$ cat config.mk
export PLATFORM = sky130hd
export DESIGN_NAME = hwpe_subsystem
export DESIGN_NICKNAME = d
export VERILOG_FILES = /design/src/hwpe_pkg.sv /design/src/hwpe_cfg_decode.sv /design/src/hwpe_engine.sv /design/src/hwpe_result_mux.sv /design/src/hwpe_subsystem.sv
export SDC_FILE = /design/constraint.sdc
export NUM_CORES = 2
export LEC_CHECK = 0
export BUFFER_PORTS_ARGS = -buffer_cell sky130_fd_sc_hd__buf_2
export CORE_ASPECT_RATIO = 0.6
export CORE_MARGIN = 2
export CORE_UTILIZATION = 60
export CTS_CLUSTER_DIAMETER = 120
export DETAILED_ROUTE_END_ITERATION = 12
export PLACE_DENSITY = 0.77
export SLEW_MARGIN = 30
export SYNTH_ARGS = -nofsm -noshare
export SYNTH_HDL_FRONTEND = slang
export SYNTH_SLANG_ARGS = --single-unit
export TNS_END_PERCENT = 30
$ cat constraint.sdc
create_clock -name clk -period 11.9 [get_ports clk]
set_input_delay 1.19 -clock clk [delete_from_list [all_inputs] [get_ports clk]]
set_output_delay 1.19 -clock clk [all_outputs]
set_load 0.02 [all_outputs]
$ cat src/hwpe_pkg.sv
/*
 * Shared widths, register map and bus types of the two-engine HWPE subsystem
 * Engine count and select width are fixed here and must change together
 * Memory side is read-only, no byte enables
 */

`default_nettype none

package hwpe_pkg;

  ////////////////////////////////////////////////////////////////////////////
  // Sizes
  ////////////////////////////////////////////////////////////////////////////

  localparam int unsigned N_HWPES = 2;
  localparam int unsigned SEL_W   = 1;
  localparam int unsigned DW      = 32;
  localparam int unsigned AW      = 32;
  localparam int unsigned ID_W    = 8;

  // Word index inside one engine's register window
  localparam int unsigned REG_IDX_W = 3;

  ////////////////////////////////////////////////////////////////////////////
  // Register map (byte offsets)
  ////////////////////////////////////////////////////////////////////////////

  localparam logic [AW-1:0] REG_SRC     = 32'h0000_0000;
  localparam logic [AW-1:0] REG_LEN     = 32'h0000_0004;
  localparam logic [AW-1:0] REG_OP      = 32'h0000_0008;
  localparam logic [AW-1:0] REG_TRIGGER = 32'h0000_000C;
  localparam logic [AW-1:0] REG_RESULT  = 32'h0000_0010;
  localparam logic [AW-1:0] REG_STATUS  = 32'h0000_0014;

  // Reduction operations, all with identity zero
  typedef enum logic [1:0] {
    OP_SUM = 2'd0,
    OP_XOR = 2'd1,
    OP_MAX = 2'd2
  } opcode_e;

  // Job FSM
  typedef enum logic [1:0] {
    IDLE  = 2'd0,
    FETCH = 2'd1,
    DRAIN = 2'd2,
    DONE  = 2'd3
  } state_e;

  ////////////////////////////////////////////////////////////////////////////
  // Bus types
  ////////////////////////////////////////////////////////////////////////////

  // Periph-style config request, wen high means read
  typedef struct packed {
    logic            req;
    logic            wen;
    logic [AW-1:0]   add;
    logic [DW-1:0]   wdata;
    logic [ID_W-1:0] id;
  } cfg_req_t;

  typedef struct packed {
    logic            gnt;
    logic            r_valid;
    logic [DW-1:0]   r_data;
    logic [ID_W-1:0] r_id;
  } cfg_rsp_t;

  // Access after decode, already routed to one engine
  typedef struct packed {
    logic                 req;
    logic                 wen;
    logic [REG_IDX_W-1:0] reg_idx;
    logic [DW-1:0]        wdata;
    logic [ID_W-1:0]      id;
  } eng_acc_t;

  typedef struct packed {
    logic          req;
    logic [AW-1:0] addr;
  } mem_req_t;

  typedef struct packed {
    logic          gnt;
    logic          r_valid;
    logic [DW-1:0] r_data;
  } mem_rsp_t;

endpackage

`default_nettype wire

$ cat src/hwpe_cfg_decode.sv
/*
 * Config port decode: grant, per-engine enables and request routing
 * Grant follows hwpe_en_i only, so a disabled subsystem back-pressures
 * Addresses outside the register window map to an undefined index
 */

`default_nettype none

module hwpe_cfg_decode (
  input  logic                                         hwpe_en_i,
  input  logic [hwpe_pkg::SEL_W-1:0]                   hwpe_sel_i,
  input  hwpe_pkg::cfg_req_t                           cfg_req_i,
  output logic                                         gnt_o,
  output logic [hwpe_pkg::N_HWPES-1:0]                 en_o,
  output hwpe_pkg::eng_acc_t [hwpe_pkg::N_HWPES-1:0]   acc_o
);

  import hwpe_pkg::*;

  logic                 in_window;
  logic [REG_IDX_W-1:0] reg_idx;

  ////////////////////////////////////////////////////////////////////////////
  // Grant and address decode
  ////////////////////////////////////////////////////////////////////////////

  // Combinational grant, no wait states when enabled
  assign gnt_o = hwpe_en_i;

  // Word-aligned and inside the small per-engine window
  assign in_window = (cfg_req_i.add[AW-1:REG_IDX_W+2] == '0) &&
                     (cfg_req_i.add[1:0] == 2'b00);

  // All ones is never a defined register
  // so out-of-window accesses read zero and write nothing
  assign reg_idx = in_window ? cfg_req_i.add[REG_IDX_W+1:2] : '1;

  ////////////////////////////////////////////////////////////////////////////
  // Per-engine routing
  ////////////////////////////////////////////////////////////////////////////

  for (genvar i = 0; i < N_HWPES; i++) begin : gen_route

    // Enable stands in for the gated clock of engine i
    assign en_o[i] = hwpe_en_i && (hwpe_sel_i == SEL_W'(i));

    always_comb begin
      // Only the selected and enabled engine sees a valid request
      acc_o[i].req     = cfg_req_i.req && en_o[i];
      // Payload is broadcast
      acc_o[i].wen     = cfg_req_i.wen;
      acc_o[i].reg_idx = reg_idx;
      acc_o[i].wdata   = cfg_req_i.wdata;
      acc_o[i].id      = cfg_req_i.id;
    end

  end

endmodule

`default_nettype wire

$ cat src/hwpe_engine.sv
/*
 * Reduction engine: register file, job FSM and sum/xor/max datapath
 * State only moves while en_i is high, modelling a gated clock
 * Up to two memory reads in flight, memory answers one cycle after grant
 */

`default_nettype none

module hwpe_engine (
  input  logic               clk,
  input  logic               arst_n_i,
  input  logic               en_i,
  input  hwpe_pkg::eng_acc_t acc_i,
  input  hwpe_pkg::mem_rsp_t mem_rsp_i,
  output hwpe_pkg::cfg_rsp_t rsp_o,
  output hwpe_pkg::mem_req_t mem_req_o,
  output logic               busy_o,
  output logic               evt_o
);

  import hwpe_pkg::*;

  state_e        state_q;
  state_e        state_d;
  opcode_e       op_q;
  logic [AW-1:0] src_q;
  logic [AW-1:0] addr_q;
  logic [DW-1:0] len_q;
  logic [DW-1:0] iss_cnt_q;
  logic [DW-1:0] rcv_cnt_q;
  logic [DW-1:0] acc_q;
  logic [DW-1:0] acc_next;
  logic [DW-1:0] result_q;
  logic [DW-1:0] rdata;
  logic          cfg_wr;
  logic          start;
  logic          issue;
  logic          take;
  logic          last;

  ////////////////////////////////////////////////////////////////////////////
  // Control strobes
  ////////////////////////////////////////////////////////////////////////////

  assign busy_o = (state_q == FETCH) || (state_q == DRAIN);
  assign evt_o  = (state_q == DONE);

  // Register writes only land while idle
  assign cfg_wr = acc_i.req && !acc_i.wen && !busy_o;
  assign start  = cfg_wr && (acc_i.reg_idx == REG_TRIGGER[REG_IDX_W+1:2]);
  assign issue  = (state_q == FETCH) && mem_rsp_i.gnt;
  assign take   = busy_o && mem_rsp_i.r_valid;
  assign last   = (rcv_cnt_q == len_q - DW'(1));

  // Hold address and request until granted
  assign mem_req_o.req  = (state_q == FETCH);
  assign mem_req_o.addr = addr_q;

  // Reduction step on the returned word
  always_comb begin
    case (op_q)
      OP_SUM:  acc_next = acc_q + mem_rsp_i.r_data;
      OP_XOR:  acc_next = acc_q ^ mem_rsp_i.r_data;
      OP_MAX:  acc_next = (mem_rsp_i.r_data > acc_q) ? mem_rsp_i.r_data : acc_q;
      default: acc_next = acc_q;
    endcase
  end

  ////////////////////////////////////////////////////////////////////////////
  // Job FSM
  ////////////////////////////////////////////////////////////////////////////

  always_comb begin
    state_d = state_q;
    case (state_q)
      IDLE, DONE: begin
        // DONE lasts one cycle unless a new job starts right away
        if (start) state_d = (len_q == '0) ? DONE : FETCH;
        else       state_d = IDLE;
      end
      FETCH: if (issue && (iss_cnt_q == len_q - DW'(1))) state_d = DRAIN;
      DRAIN: if (take && last) state_d = DONE;
      default: state_d = IDLE;
    endcase
  end

  always_ff @(posedge clk or negedge arst_n_i) begin
    if (!arst_n_i) begin
      state_q   <= IDLE;
      op_q      <= OP_SUM;
      src_q     <= '0;
      len_q     <= '0;
      addr_q    <= '0;
      iss_cnt_q <= '0;
      rcv_cnt_q <= '0;
      acc_q     <= '0;
      result_q  <= '0;
    end else if (en_i) begin
      state_q <= state_d;
      if (cfg_wr) begin
        case (acc_i.reg_idx)
          REG_SRC[REG_IDX_W+1:2]: src_q <= acc_i.wdata;
          REG_LEN[REG_IDX_W+1:2]: len_q <= acc_i.wdata;
          REG_OP[REG_IDX_W+1:2]:  op_q  <= opcode_e'(acc_i.wdata[1:0]);
          default: ;
        endcase
      end
      // Fresh job, identity is zero for every opcode
      if (start) begin
        addr_q    <= src_q;
        iss_cnt_q <= '0;
        rcv_cnt_q <= '0;
        acc_q     <= '0;
        if (len_q == '0) result_q <= '0;
      end
      if (issue) begin
        addr_q    <= addr_q + AW'(4);
        iss_cnt_q <= iss_cnt_q + DW'(1);
      end
      if (take) begin
        rcv_cnt_q <= rcv_cnt_q + DW'(1);
        acc_q     <= acc_next;
        if (last) result_q <= acc_next;
      end
    end
  end

  ////////////////////////////////////////////////////////////////////////////
  // Config response
  ////////////////////////////////////////////////////////////////////////////

  always_comb begin
    rdata = '0;
    case (acc_i.reg_idx)
      REG_SRC[REG_IDX_W+1:2]:    rdata = src_q;
      REG_LEN[REG_IDX_W+1:2]:    rdata = len_q;
      REG_OP[REG_IDX_W+1:2]:     rdata = DW'(op_q);
      REG_RESULT[REG_IDX_W+1:2]: rdata = result_q;
      REG_STATUS[REG_IDX_W+1:2]: rdata = DW'(busy_o);
      default:                   rdata = '0;
    endcase
  end

  // Response pulse sits outside the enable so it never sticks high
  always_ff @(posedge clk or negedge arst_n_i) begin
    if (!arst_n_i) begin
      rsp_o.r_valid <= 1'b0;
      rsp_o.r_data  <= '0;
      rsp_o.r_id    <= '0;
    end else begin
      rsp_o.r_valid <= acc_i.req;
      if (acc_i.req) begin
        rsp_o.r_data <= acc_i.wen ? rdata : '0;
        rsp_o.r_id   <= acc_i.id;
      end
    end
  end

  // Grant comes from the decode stage
  assign rsp_o.gnt = 1'b0;

endmodule

`default_nettype wire

$ cat src/hwpe_result_mux.sv
/*
 * Static selection of the chosen engine towards the outside
 * hwpe_sel_i must stay stable from grant to response and during a job
 */

`default_nettype none

module hwpe_result_mux (
  input  logic [hwpe_pkg::SEL_W-1:0]                 hwpe_sel_i,
  input  logic                                       gnt_i,
  input  hwpe_pkg::cfg_rsp_t [hwpe_pkg::N_HWPES-1:0] eng_rsp_i,
  input  hwpe_pkg::mem_req_t [hwpe_pkg::N_HWPES-1:0] eng_mem_req_i,
  input  hwpe_pkg::mem_rsp_t                         mem_rsp_i,
  input  logic [hwpe_pkg::N_HWPES-1:0]               eng_busy_i,
  input  logic [hwpe_pkg::N_HWPES-1:0]               eng_evt_i,
  output hwpe_pkg::cfg_rsp_t                         cfg_rsp_o,
  output hwpe_pkg::mem_req_t                         mem_req_o,
  output hwpe_pkg::mem_rsp_t [hwpe_pkg::N_HWPES-1:0] eng_mem_rsp_o,
  output logic                                       busy_o,
  output logic                                       evt_o
);

  import hwpe_pkg::*;

  ////////////////////////////////////////////////////////////////////////////
  // Engine to outside
  ////////////////////////////////////////////////////////////////////////////

  always_comb begin
    // Engine 0 is the default choice
    cfg_rsp_o = eng_rsp_i[0];
    mem_req_o = eng_mem_req_i[0];
    busy_o    = eng_busy_i[0];
    evt_o     = eng_evt_i[0];
    for (int i = 1; i < N_HWPES; i++) begin
      if (hwpe_sel_i == SEL_W'(i)) begin
        cfg_rsp_o = eng_rsp_i[i];
        mem_req_o = eng_mem_req_i[i];
        busy_o    = eng_busy_i[i];
        evt_o     = eng_evt_i[i];
      end
    end
    // Engines leave gnt open, decode owns it
    cfg_rsp_o.gnt = gnt_i;
  end

  ////////////////////////////////////////////////////////////////////////////
  // Outside to engines
  ////////////////////////////////////////////////////////////////////////////

  for (genvar i = 0; i < N_HWPES; i++) begin : gen_mem_rsp
    always_comb begin
      eng_mem_rsp_o[i]     = mem_rsp_i;
      // Memory grant reaches the selected engine only
      eng_mem_rsp_o[i].gnt = mem_rsp_i.gnt && (hwpe_sel_i == SEL_W'(i));
    end
  end

endmodule

`default_nettype wire

$ cat src/hwpe_subsystem.sv
/*
 * Two reduction engines behind one config port and one memory master
 * hwpe_en_i and hwpe_sel_i pick the live engine, the other one is frozen
 * No real clock gating and no test mode, events are a single done pulse
 */

`default_nettype none

module hwpe_subsystem (
  input  logic                       clk,
  input  logic                       arst_n_i,
  input  logic                       hwpe_en_i,
  input  logic [hwpe_pkg::SEL_W-1:0] hwpe_sel_i,
  input  hwpe_pkg::cfg_req_t         cfg_req_i,
  output hwpe_pkg::cfg_rsp_t         cfg_rsp_o,
  output hwpe_pkg::mem_req_t         mem_req_o,
  input  hwpe_pkg::mem_rsp_t         mem_rsp_i,
  output logic                       busy_o,
  output logic                       evt_o
);

  import hwpe_pkg::*;

  logic                       cfg_gnt;
  logic [N_HWPES-1:0]         eng_en;
  eng_acc_t [N_HWPES-1:0]     eng_acc;
  cfg_rsp_t [N_HWPES-1:0]     eng_rsp;
  mem_req_t [N_HWPES-1:0]     eng_mem_req;
  mem_rsp_t [N_HWPES-1:0]     eng_mem_rsp;
  logic [N_HWPES-1:0]         eng_busy;
  logic [N_HWPES-1:0]         eng_evt;

  ////////////////////////////////////////////////////////////////////////////
  // Config decode
  ////////////////////////////////////////////////////////////////////////////

  hwpe_cfg_decode u_cfg_decode (
    .hwpe_en_i  ( hwpe_en_i  ),
    .hwpe_sel_i ( hwpe_sel_i ),
    .cfg_req_i  ( cfg_req_i  ),
    .gnt_o      ( cfg_gnt    ),
    .en_o       ( eng_en     ),
    .acc_o      ( eng_acc    )
  );

  ////////////////////////////////////////////////////////////////////////////
  // Engines
  ////////////////////////////////////////////////////////////////////////////

  for (genvar i = 0; i < N_HWPES; i++) begin : u_engine
    hwpe_engine u_engine (
      .clk       ( clk            ),
      .arst_n_i  ( arst_n_i       ),
      .en_i      ( eng_en[i]      ),
      .acc_i     ( eng_acc[i]     ),
      .mem_rsp_i ( eng_mem_rsp[i] ),
      .rsp_o     ( eng_rsp[i]     ),
      .mem_req_o ( eng_mem_req[i] ),
      .busy_o    ( eng_busy[i]    ),
      .evt_o     ( eng_evt[i]     )
    );
  end

  // Responses, memory master and status of the selected engine
  hwpe_result_mux u_result_mux (
    .hwpe_sel_i    ( hwpe_sel_i  ),
    .gnt_i         ( cfg_gnt     ),
    .eng_rsp_i     ( eng_rsp     ),
    .eng_mem_req_i ( eng_mem_req ),
    .mem_rsp_i     ( mem_rsp_i   ),
    .eng_busy_i    ( eng_busy    ),
    .eng_evt_i     ( eng_evt     ),
    .cfg_rsp_o     ( cfg_rsp_o   ),
    .mem_req_o     ( mem_req_o   ),
    .eng_mem_rsp_o ( eng_mem_rsp ),
    .busy_o        ( busy_o      ),
    .evt_o         ( evt_o       )
  );

endmodule

`default_nettype wire

Word-level counts from Yosys, hierarchy flattened --
Cells that the tools add are included. Widths: inputs -> output; s select.
Word-level totals: register bits 538, input port bits 112, word-level logic and storage cells 158, output and inout bits 77
Operators by class: multiplexer cells 43, order comparisons 2, bitwise operators 3, eq/ne operators 23, add/subtract/negate cells 10, reductions and logical operators 53
Operators with widths (count):
- $mux 32 | 24
- $pmux 32 s5 | 2
- $pmux 32 s3 | 2
- $add 32x1->32 const B | 4
- $eq 32x32->1 | 4
- $add 32x3->32 const B | 2
- $add 32x32->32 | 2
- $gt 32x32->1 | 2
- $logic_not 32->1 | 2
- $sub 32x1->32 const B | 2
- $xor 32x32->32 | 2
- $mux 41 | 1
- $mux 33 | 1
- $logic_not 27->1 | 1
- $reduce_and 3->1 | 8
- $logic_and 1x1->1 | 21
- $mux 2 | 8
- $eq 2x2->1 const B | 6
- $pmux 2 s3 | 2
- $logic_not 2->1 | 5
- $eq 2x1->1 const B | 4
- $ne 2x2->1 const B | 4
- $reduce_and 2->1 | 4
- $reduce_bool 2->1 | 4
- other kinds (10) | 17

Logic depth before layout (Yosys ltp) --
depth in word-level cells 9, mapped depth 16

Cells and area by module --
Synthesis repeated with hierarchy kept, for this count alone.
Unflattened totals: cells, all modules 4457, area, all modules 38612.0 um2
Modules (own cells, without submodules):
- hwpe_engine (u_engine[1].u_engine) | area an instance 18786.8 um2, instances 1, cells each 2171
- hwpe_engine (u_engine[0].u_engine) | area an instance 17548.1 um2, instances 1, cells each 2026
- hwpe_result_mux | area an instance 1508.9 um2, instances 1, cells each 154
- hwpe_cfg_decode | area an instance 768.2 um2, instances 1, cells each 106

Least setup slack after synthesis --
Ideal clock, no wire load.
path kind input-to-reg, from input mem_rsp_i[27] (netlist bit), to register u_engine[1].u_engine.acc_q[21], setup time 0.083 ns, slack 7.531 ns, data arrival time 4.287 ns, stages on the path 14, cells stage by stage ha_1 > clkbuf_1 > nand4_1 > or4_1 > or4_1 > o211ai_1 > o22ai_1 > and2_1 > clkbuf_1 > clkbuf_1 > buf_1 > o211ai_1 > o21ai_1 > o21ai_0
Between the ends: cells in the longest elaborated chain, start to end 4
Ends and longest elaborated chain:
- from (decl) | line hwpe_subsystem.sv:17 | input hwpe_pkg::mem_rsp_t mem_rsp_i,
- $gt 32x32->1 | line hwpe_engine.sv:64 | OP_MAX: acc_next = (mem_rsp_i.r_data > acc_q) ? mem_rsp_i.r_data : acc_q;
- $mux 32 | line hwpe_engine.sv:64
- $pmux 32 s3 | line hwpe_engine.sv:61 | case (op_q)
- $mux 32 | line hwpe_engine.sv:120 | if (take) begin
- to (signal assigned) | line hwpe_engine.sv:122 | acc_q <= acc_next;
- to (decl) | line hwpe_engine.sv:31 | logic [DW-1:0] acc_q;
No other way between the ends. A chain may end at the register's enable or synchronous reset.

Worst setup path in the final report --
from input hwpe_sel_i, to register u_engine[1].u_engine.rcv_cnt_q[26]
Between the ends: cells in the longest elaborated chain, start to end 7
Ends and longest elaborated chain:
- from (decl) | line hwpe_subsystem.sv:13 | input logic [hwpe_pkg::SEL_W-1:0] hwpe_sel_i,
- $logic_and 1x1->1 * | line hwpe_cfg_decode.sv:45 | assign en_o[i] = hwpe_en_i && (hwpe_sel_i == SEL_W'(i));
- $logic_and 1x1->1 | line hwpe_cfg_decode.sv:49 | acc_o[i].req = cfg_req_i.req && en_o[i];
- $logic_and 1x1->1 (2 in a row) | line hwpe_engine.sv:49 | assign cfg_wr = acc_i.req && !acc_i.wen && !busy_o;
- $logic_and 1x1->1 | line hwpe_engine.sv:50 | assign start = cfg_wr && (acc_i.reg_idx == REG_TRIGGER[REG_IDX_W+1:2]);
- $reduce_bool 2->1 (no source line)
- $reduce_and 2->1 (no source line) *
- to (signal assigned) | line hwpe_engine.sv:121 | rcv_cnt_q <= rcv_cnt_q + DW'(1);
- to (decl) | line hwpe_engine.sv:30 | logic [DW-1:0] rcv_cnt_q;
Every way passes the cells marked *; elsewhere a longest branch is shown, timed or not.

==> impl_summary.md <==
Outcome
The run finished with clean final reports.

Route
For this run, design rule violations remaining after detail routing come to 0. The total routed wirelength is about 130000 µm. For this block, the initial DRC count from the detailed router was 5198.

The number of routed nets with antenna violations is 0. For this block, the via count after detailed routing is 33600. The pre-antenna-repair detailed-routing pass consisted of 10 iterations.

In the final routed layout, each cell accounts on average for 26.2 µm. Dividing the detail-routed via count by the number of cells gives between 6 and 7.

Clock tree
The cell at the root of the clock tree is sky130_fd_sc_hd__clkbuf_16. The later-pin clock latency in the skew report is 0.63 ns. The TritonCTS sink count is approximately 540. The clock tree from TritonCTS is done. The buffer depth of the longest clock path is 3. After clock tree synthesis, the clock-pin slew on the worst setup and hold paths is 0.07 ns. The number of buffers added to fix hold violations after cts is 0. In this run the post-CTS setup repair buffer count came out at 0. The H-tree was split into 2 levels. Buffers inserted during clock tree synthesis total 52. Gates resized during post-CTS repair numbered 0.

Timing
The final hold slack is 0.469 ns. Setup repair after global routing left no endpoint under its margin. The final-report max-slew violation count is 0. The final hold violation count is 0. Dividing the final minimum period by the clock period gives between 40% and 50%. The slew at the pin closest to its max-slew limit is 1.13 ns. The total negative slack is 0 ns. Setup violations remaining at the end of the flow were counted as 0. The relative slew slack is 24.5%. The maximum achievable frequency is 187 MHz. Counting I/O delays and the setup requirement, the final critical path takes 5.33 ns. Between clock sinks in the finished design, the worst skew comes to 0.0256 ns. The final critical-path setup slack is around 6.6 ns.

Critical path
The critical path goes through buf_4, buf_4, nand3_2, a211oi_1, nand2b_1, nor2_1, nand3_1, nor4_1, xnor2_1, nor2_1. The critical path in this run is classified as in2reg. The standard cell with the maximum stage delay on the critical path is sky130_fd_sc_hd__nand3_2.

The critical path required time is ~12 ns. The maximum single-stage delay on the critical path is 0.98 ns. The worst setup path is captured at a register. The worst setup path is launched from an input port. The maximum net fanout on the critical path is 54. For the worst setup path, the data arrival time is 5.82 ns.

Cells and area
The net count of the finished layout is 4454. The most common cell after layout, fill and taps aside is sky130_fd_sc_hd__dfrtp_1. The library cells used most frequently in the layout, excluding fill and tap cells, are 537 x sky130_fd_sc_hd__dfrtp_1, 444 x sky130_fd_sc_hd__nand2_1, 359 x sky130_fd_sc_hd__nor2_1, 319 x sky130_fd_sc_hd__a21oi_1, 298 x sky130_fd_sc_hd__o21ai_0. The area growth from synthesis to layout is 9.29%.

The fraction of layout instances using a drive strength above 1 is ~14%.

Synthesis
The cell area after synthesis is 36100 µm². The unique cell type count in the Yosys netlist is 90. The register bit total from synthesis is 538.

Among all flip-flop cells after synthesis, the most frequent one is sky130_fd_sc_hd__dfrtp_1. Sequential cells were found to cover 37.3% of the synthesized design area. The average cell area after synthesis is 8.68 µm².

The async set-reset flop share out of synthesis is 100%. Synthesis handed over a netlist of 4157 instances. For this run, the number of Yosys warnings is 0. Counting every net in the synthesized netlist gives between 4000 and 5000. The number of enable-type register cells in the synthesized netlist is 0.

Place
In this run the tool buffered the top-level ports with roughly 190 buffer cells. The wire-length estimate of the detail-placed layout is 99900 µm. Routability-driven placement finished with a final weighted congestion of 1.11. Timing analysis after detailed placement gives a worst setup slack of 6.13 ns.

Floorplan
The die covers 62200 µm². From left edge to right edge, the die measures roughly 320 µm. The count of boundary I/O pins is roughly 190. The cell row count is 69. The initial utilization of the core area, before any placement, comes to 60.8%. The core footprint is 59300 µm². Measured along the y axis, the die boundary spans ~190 µm.

Global route
The first-pass GRT wire length is 198000 µm. The number of global-route vias before repair is 30600. Summed over all layers, the global routing overflow is 0.

The number of antenna violations at the first check in global routing is 12. The pin count of the biggest net entering global routing is 162. The global routing usage summed across all routing layers is 41.9%.

Run
The number of max-cap violations is 0.

Pwr
For this design the ratio of total power to cell area is 163 nW/µm². The static power due to leakage is 18.4 nW. The worst voltage drop across the vdd grid is 0.170 mV.

Worst hold path
The min-delay analysis places its worst path in the category reg2reg.
power by group:
group          internal, mW  total (mW)  switching [mW]
registers              2.01        2.25           0.236
logic                 0.895        2.40            1.50
clock network         0.969        1.76           0.794
total                  3.88        6.41            2.53
path summary, 6_finish.rpt:
kind	start	endpoint	slack, ns	cells after the start
hold / removal	u_engine[1].u_engine.rsp_o[6]	u_engine[1].u_engine.rsp_o[6]	0.47	2
max in group asynchronous	arst_n_i	u_engine[1].u_engine.iss_cnt_q[14]	9.25	3
hold reg to reg	u_engine[1].u_engine.rsp_o[6]	u_engine[1].u_engine.rsp_o[6]	0.47	2
min in group asynchronous	arst_n_i	u_engine[0].u_engine.result_q[21]	0.63	1
setup / recovery	hwpe_sel_i	u_engine[1].u_engine.rcv_cnt_q[26]	6.57	10
setup reg to reg	u_engine[1].u_engine.len_q[0]	u_engine[1].u_engine.state_q[1]	6.73	13
logic make-up after synthesis:
family | count (synthesis) | share of synthesized area [%]
AND/OR/NAND/NOR | 1418 | 18.9
multiplexers | 363 | 10.9
XOR/XNOR | 286 | 7.14
adder cells (fa/ha/maj) | 142 | 4.97
AO/OA/AOI/OAI | 974 | 16.1
buffers and inverters | 436 | 4.59
flip-flops | 538 | 37.3
worst max-delay path, delay by kind of cell:
| kind | cells | cell delay (ns) |
|---|---|---|
| buf+inv | 2 | 1.17 |
| simple gates | 6 | 2.48 |
| xor+xnor | 1 | 0.17 |
| compound gates | 1 | 0.71 |
through the flow:
step / util (%) / power [mW] / cell area, µm² / cells
2_1_floorplan: - / 3.85 / 36100 / 4157
3_3_place_gp: 63.3 / 4.51 / 37500 / 4925
3_5_place_dp: 63.3 / 4.55 / 37500 / 4925
4_1_cts: 66.3 / 6.30 / 39300 / 5023
5_1_grt: 66.5 / 6.70 / 39400 / 5026
6_report: 66.5 / 6.41 / 39400 / 5030
flip-flops by register name, summed over array words and instances, names as in the netlist:
register / count
u_engine.u_engine.acc_q: 64
u_engine.u_engine.op_q: 4
u_engine.u_engine.addr_q: 64
u_engine.u_engine.src_q: 64
u_engine.u_engine.rsp_o: 82
u_engine.u_engine.iss_cnt_q: 64
u_engine.u_engine.result_q: 64
u_engine.u_engine.state_q: 4
u_engine.u_engine.len_q: 64
u_engine.u_engine.rcv_cnt_q: 64
area by class of cell:
type / instances / area [µm²]
repair buffers: 244 / 1440
well taps: 781 / 977
inverters: 181 / 679
diodes: 5 / 12.5
multi-input cells: 3183 / 21100
clock buffers: 72 / 1530
fillers: 4840 / 19900
clock inverters: 26 / 248
flip-flops and latches: 538 / 13500
synth_stat cells (all sizes together) (10+ instances only):
cell type	instances	area share (%)
nor2	365	3.8
ha	140	4.9
a32oi	14	0.34
o21bai	13	0.27
o211ai	26	0.54
a221oi	10	0.24
nor3b	13	0.27
or4	28	0.59
mux2	227	7.1
a22oi	10	0.21
buf	34	0.41
o21ai	323	4.5
or2	16	0.28
nor4	63	1.4
mux2i	135	3.7
nor3	72	1.0
a21oi	321	4.5
o31ai	23	0.48
nand2b	46	0.80
a31oi	31	0.54
and3	60	1.0
xor2	124	3.0
nor2b	42	0.73
nand2	447	4.7
a211oi	26	0.54
inv	178	1.9
o22ai	44	0.76
and2	21	0.36
xnor2	157	3.8
a21o	21	0.44
nand4	46	0.80
or3	48	0.83
o31a	11	0.27
dfrtp	538	37
nand3	120	1.7
o221ai	10	0.24
clkbuf	221	2.3
per-layer routing:
metal,GRT usage [%],routed length [µm],up-vias
met5,3.37,420,-
met3,20.3,23300,255
li1,-,-,14800
met4,10.5,3920,20
met2,50.1,47200,2352
met1,64.9,57100,16200
(Power assumes the default switching activity.)
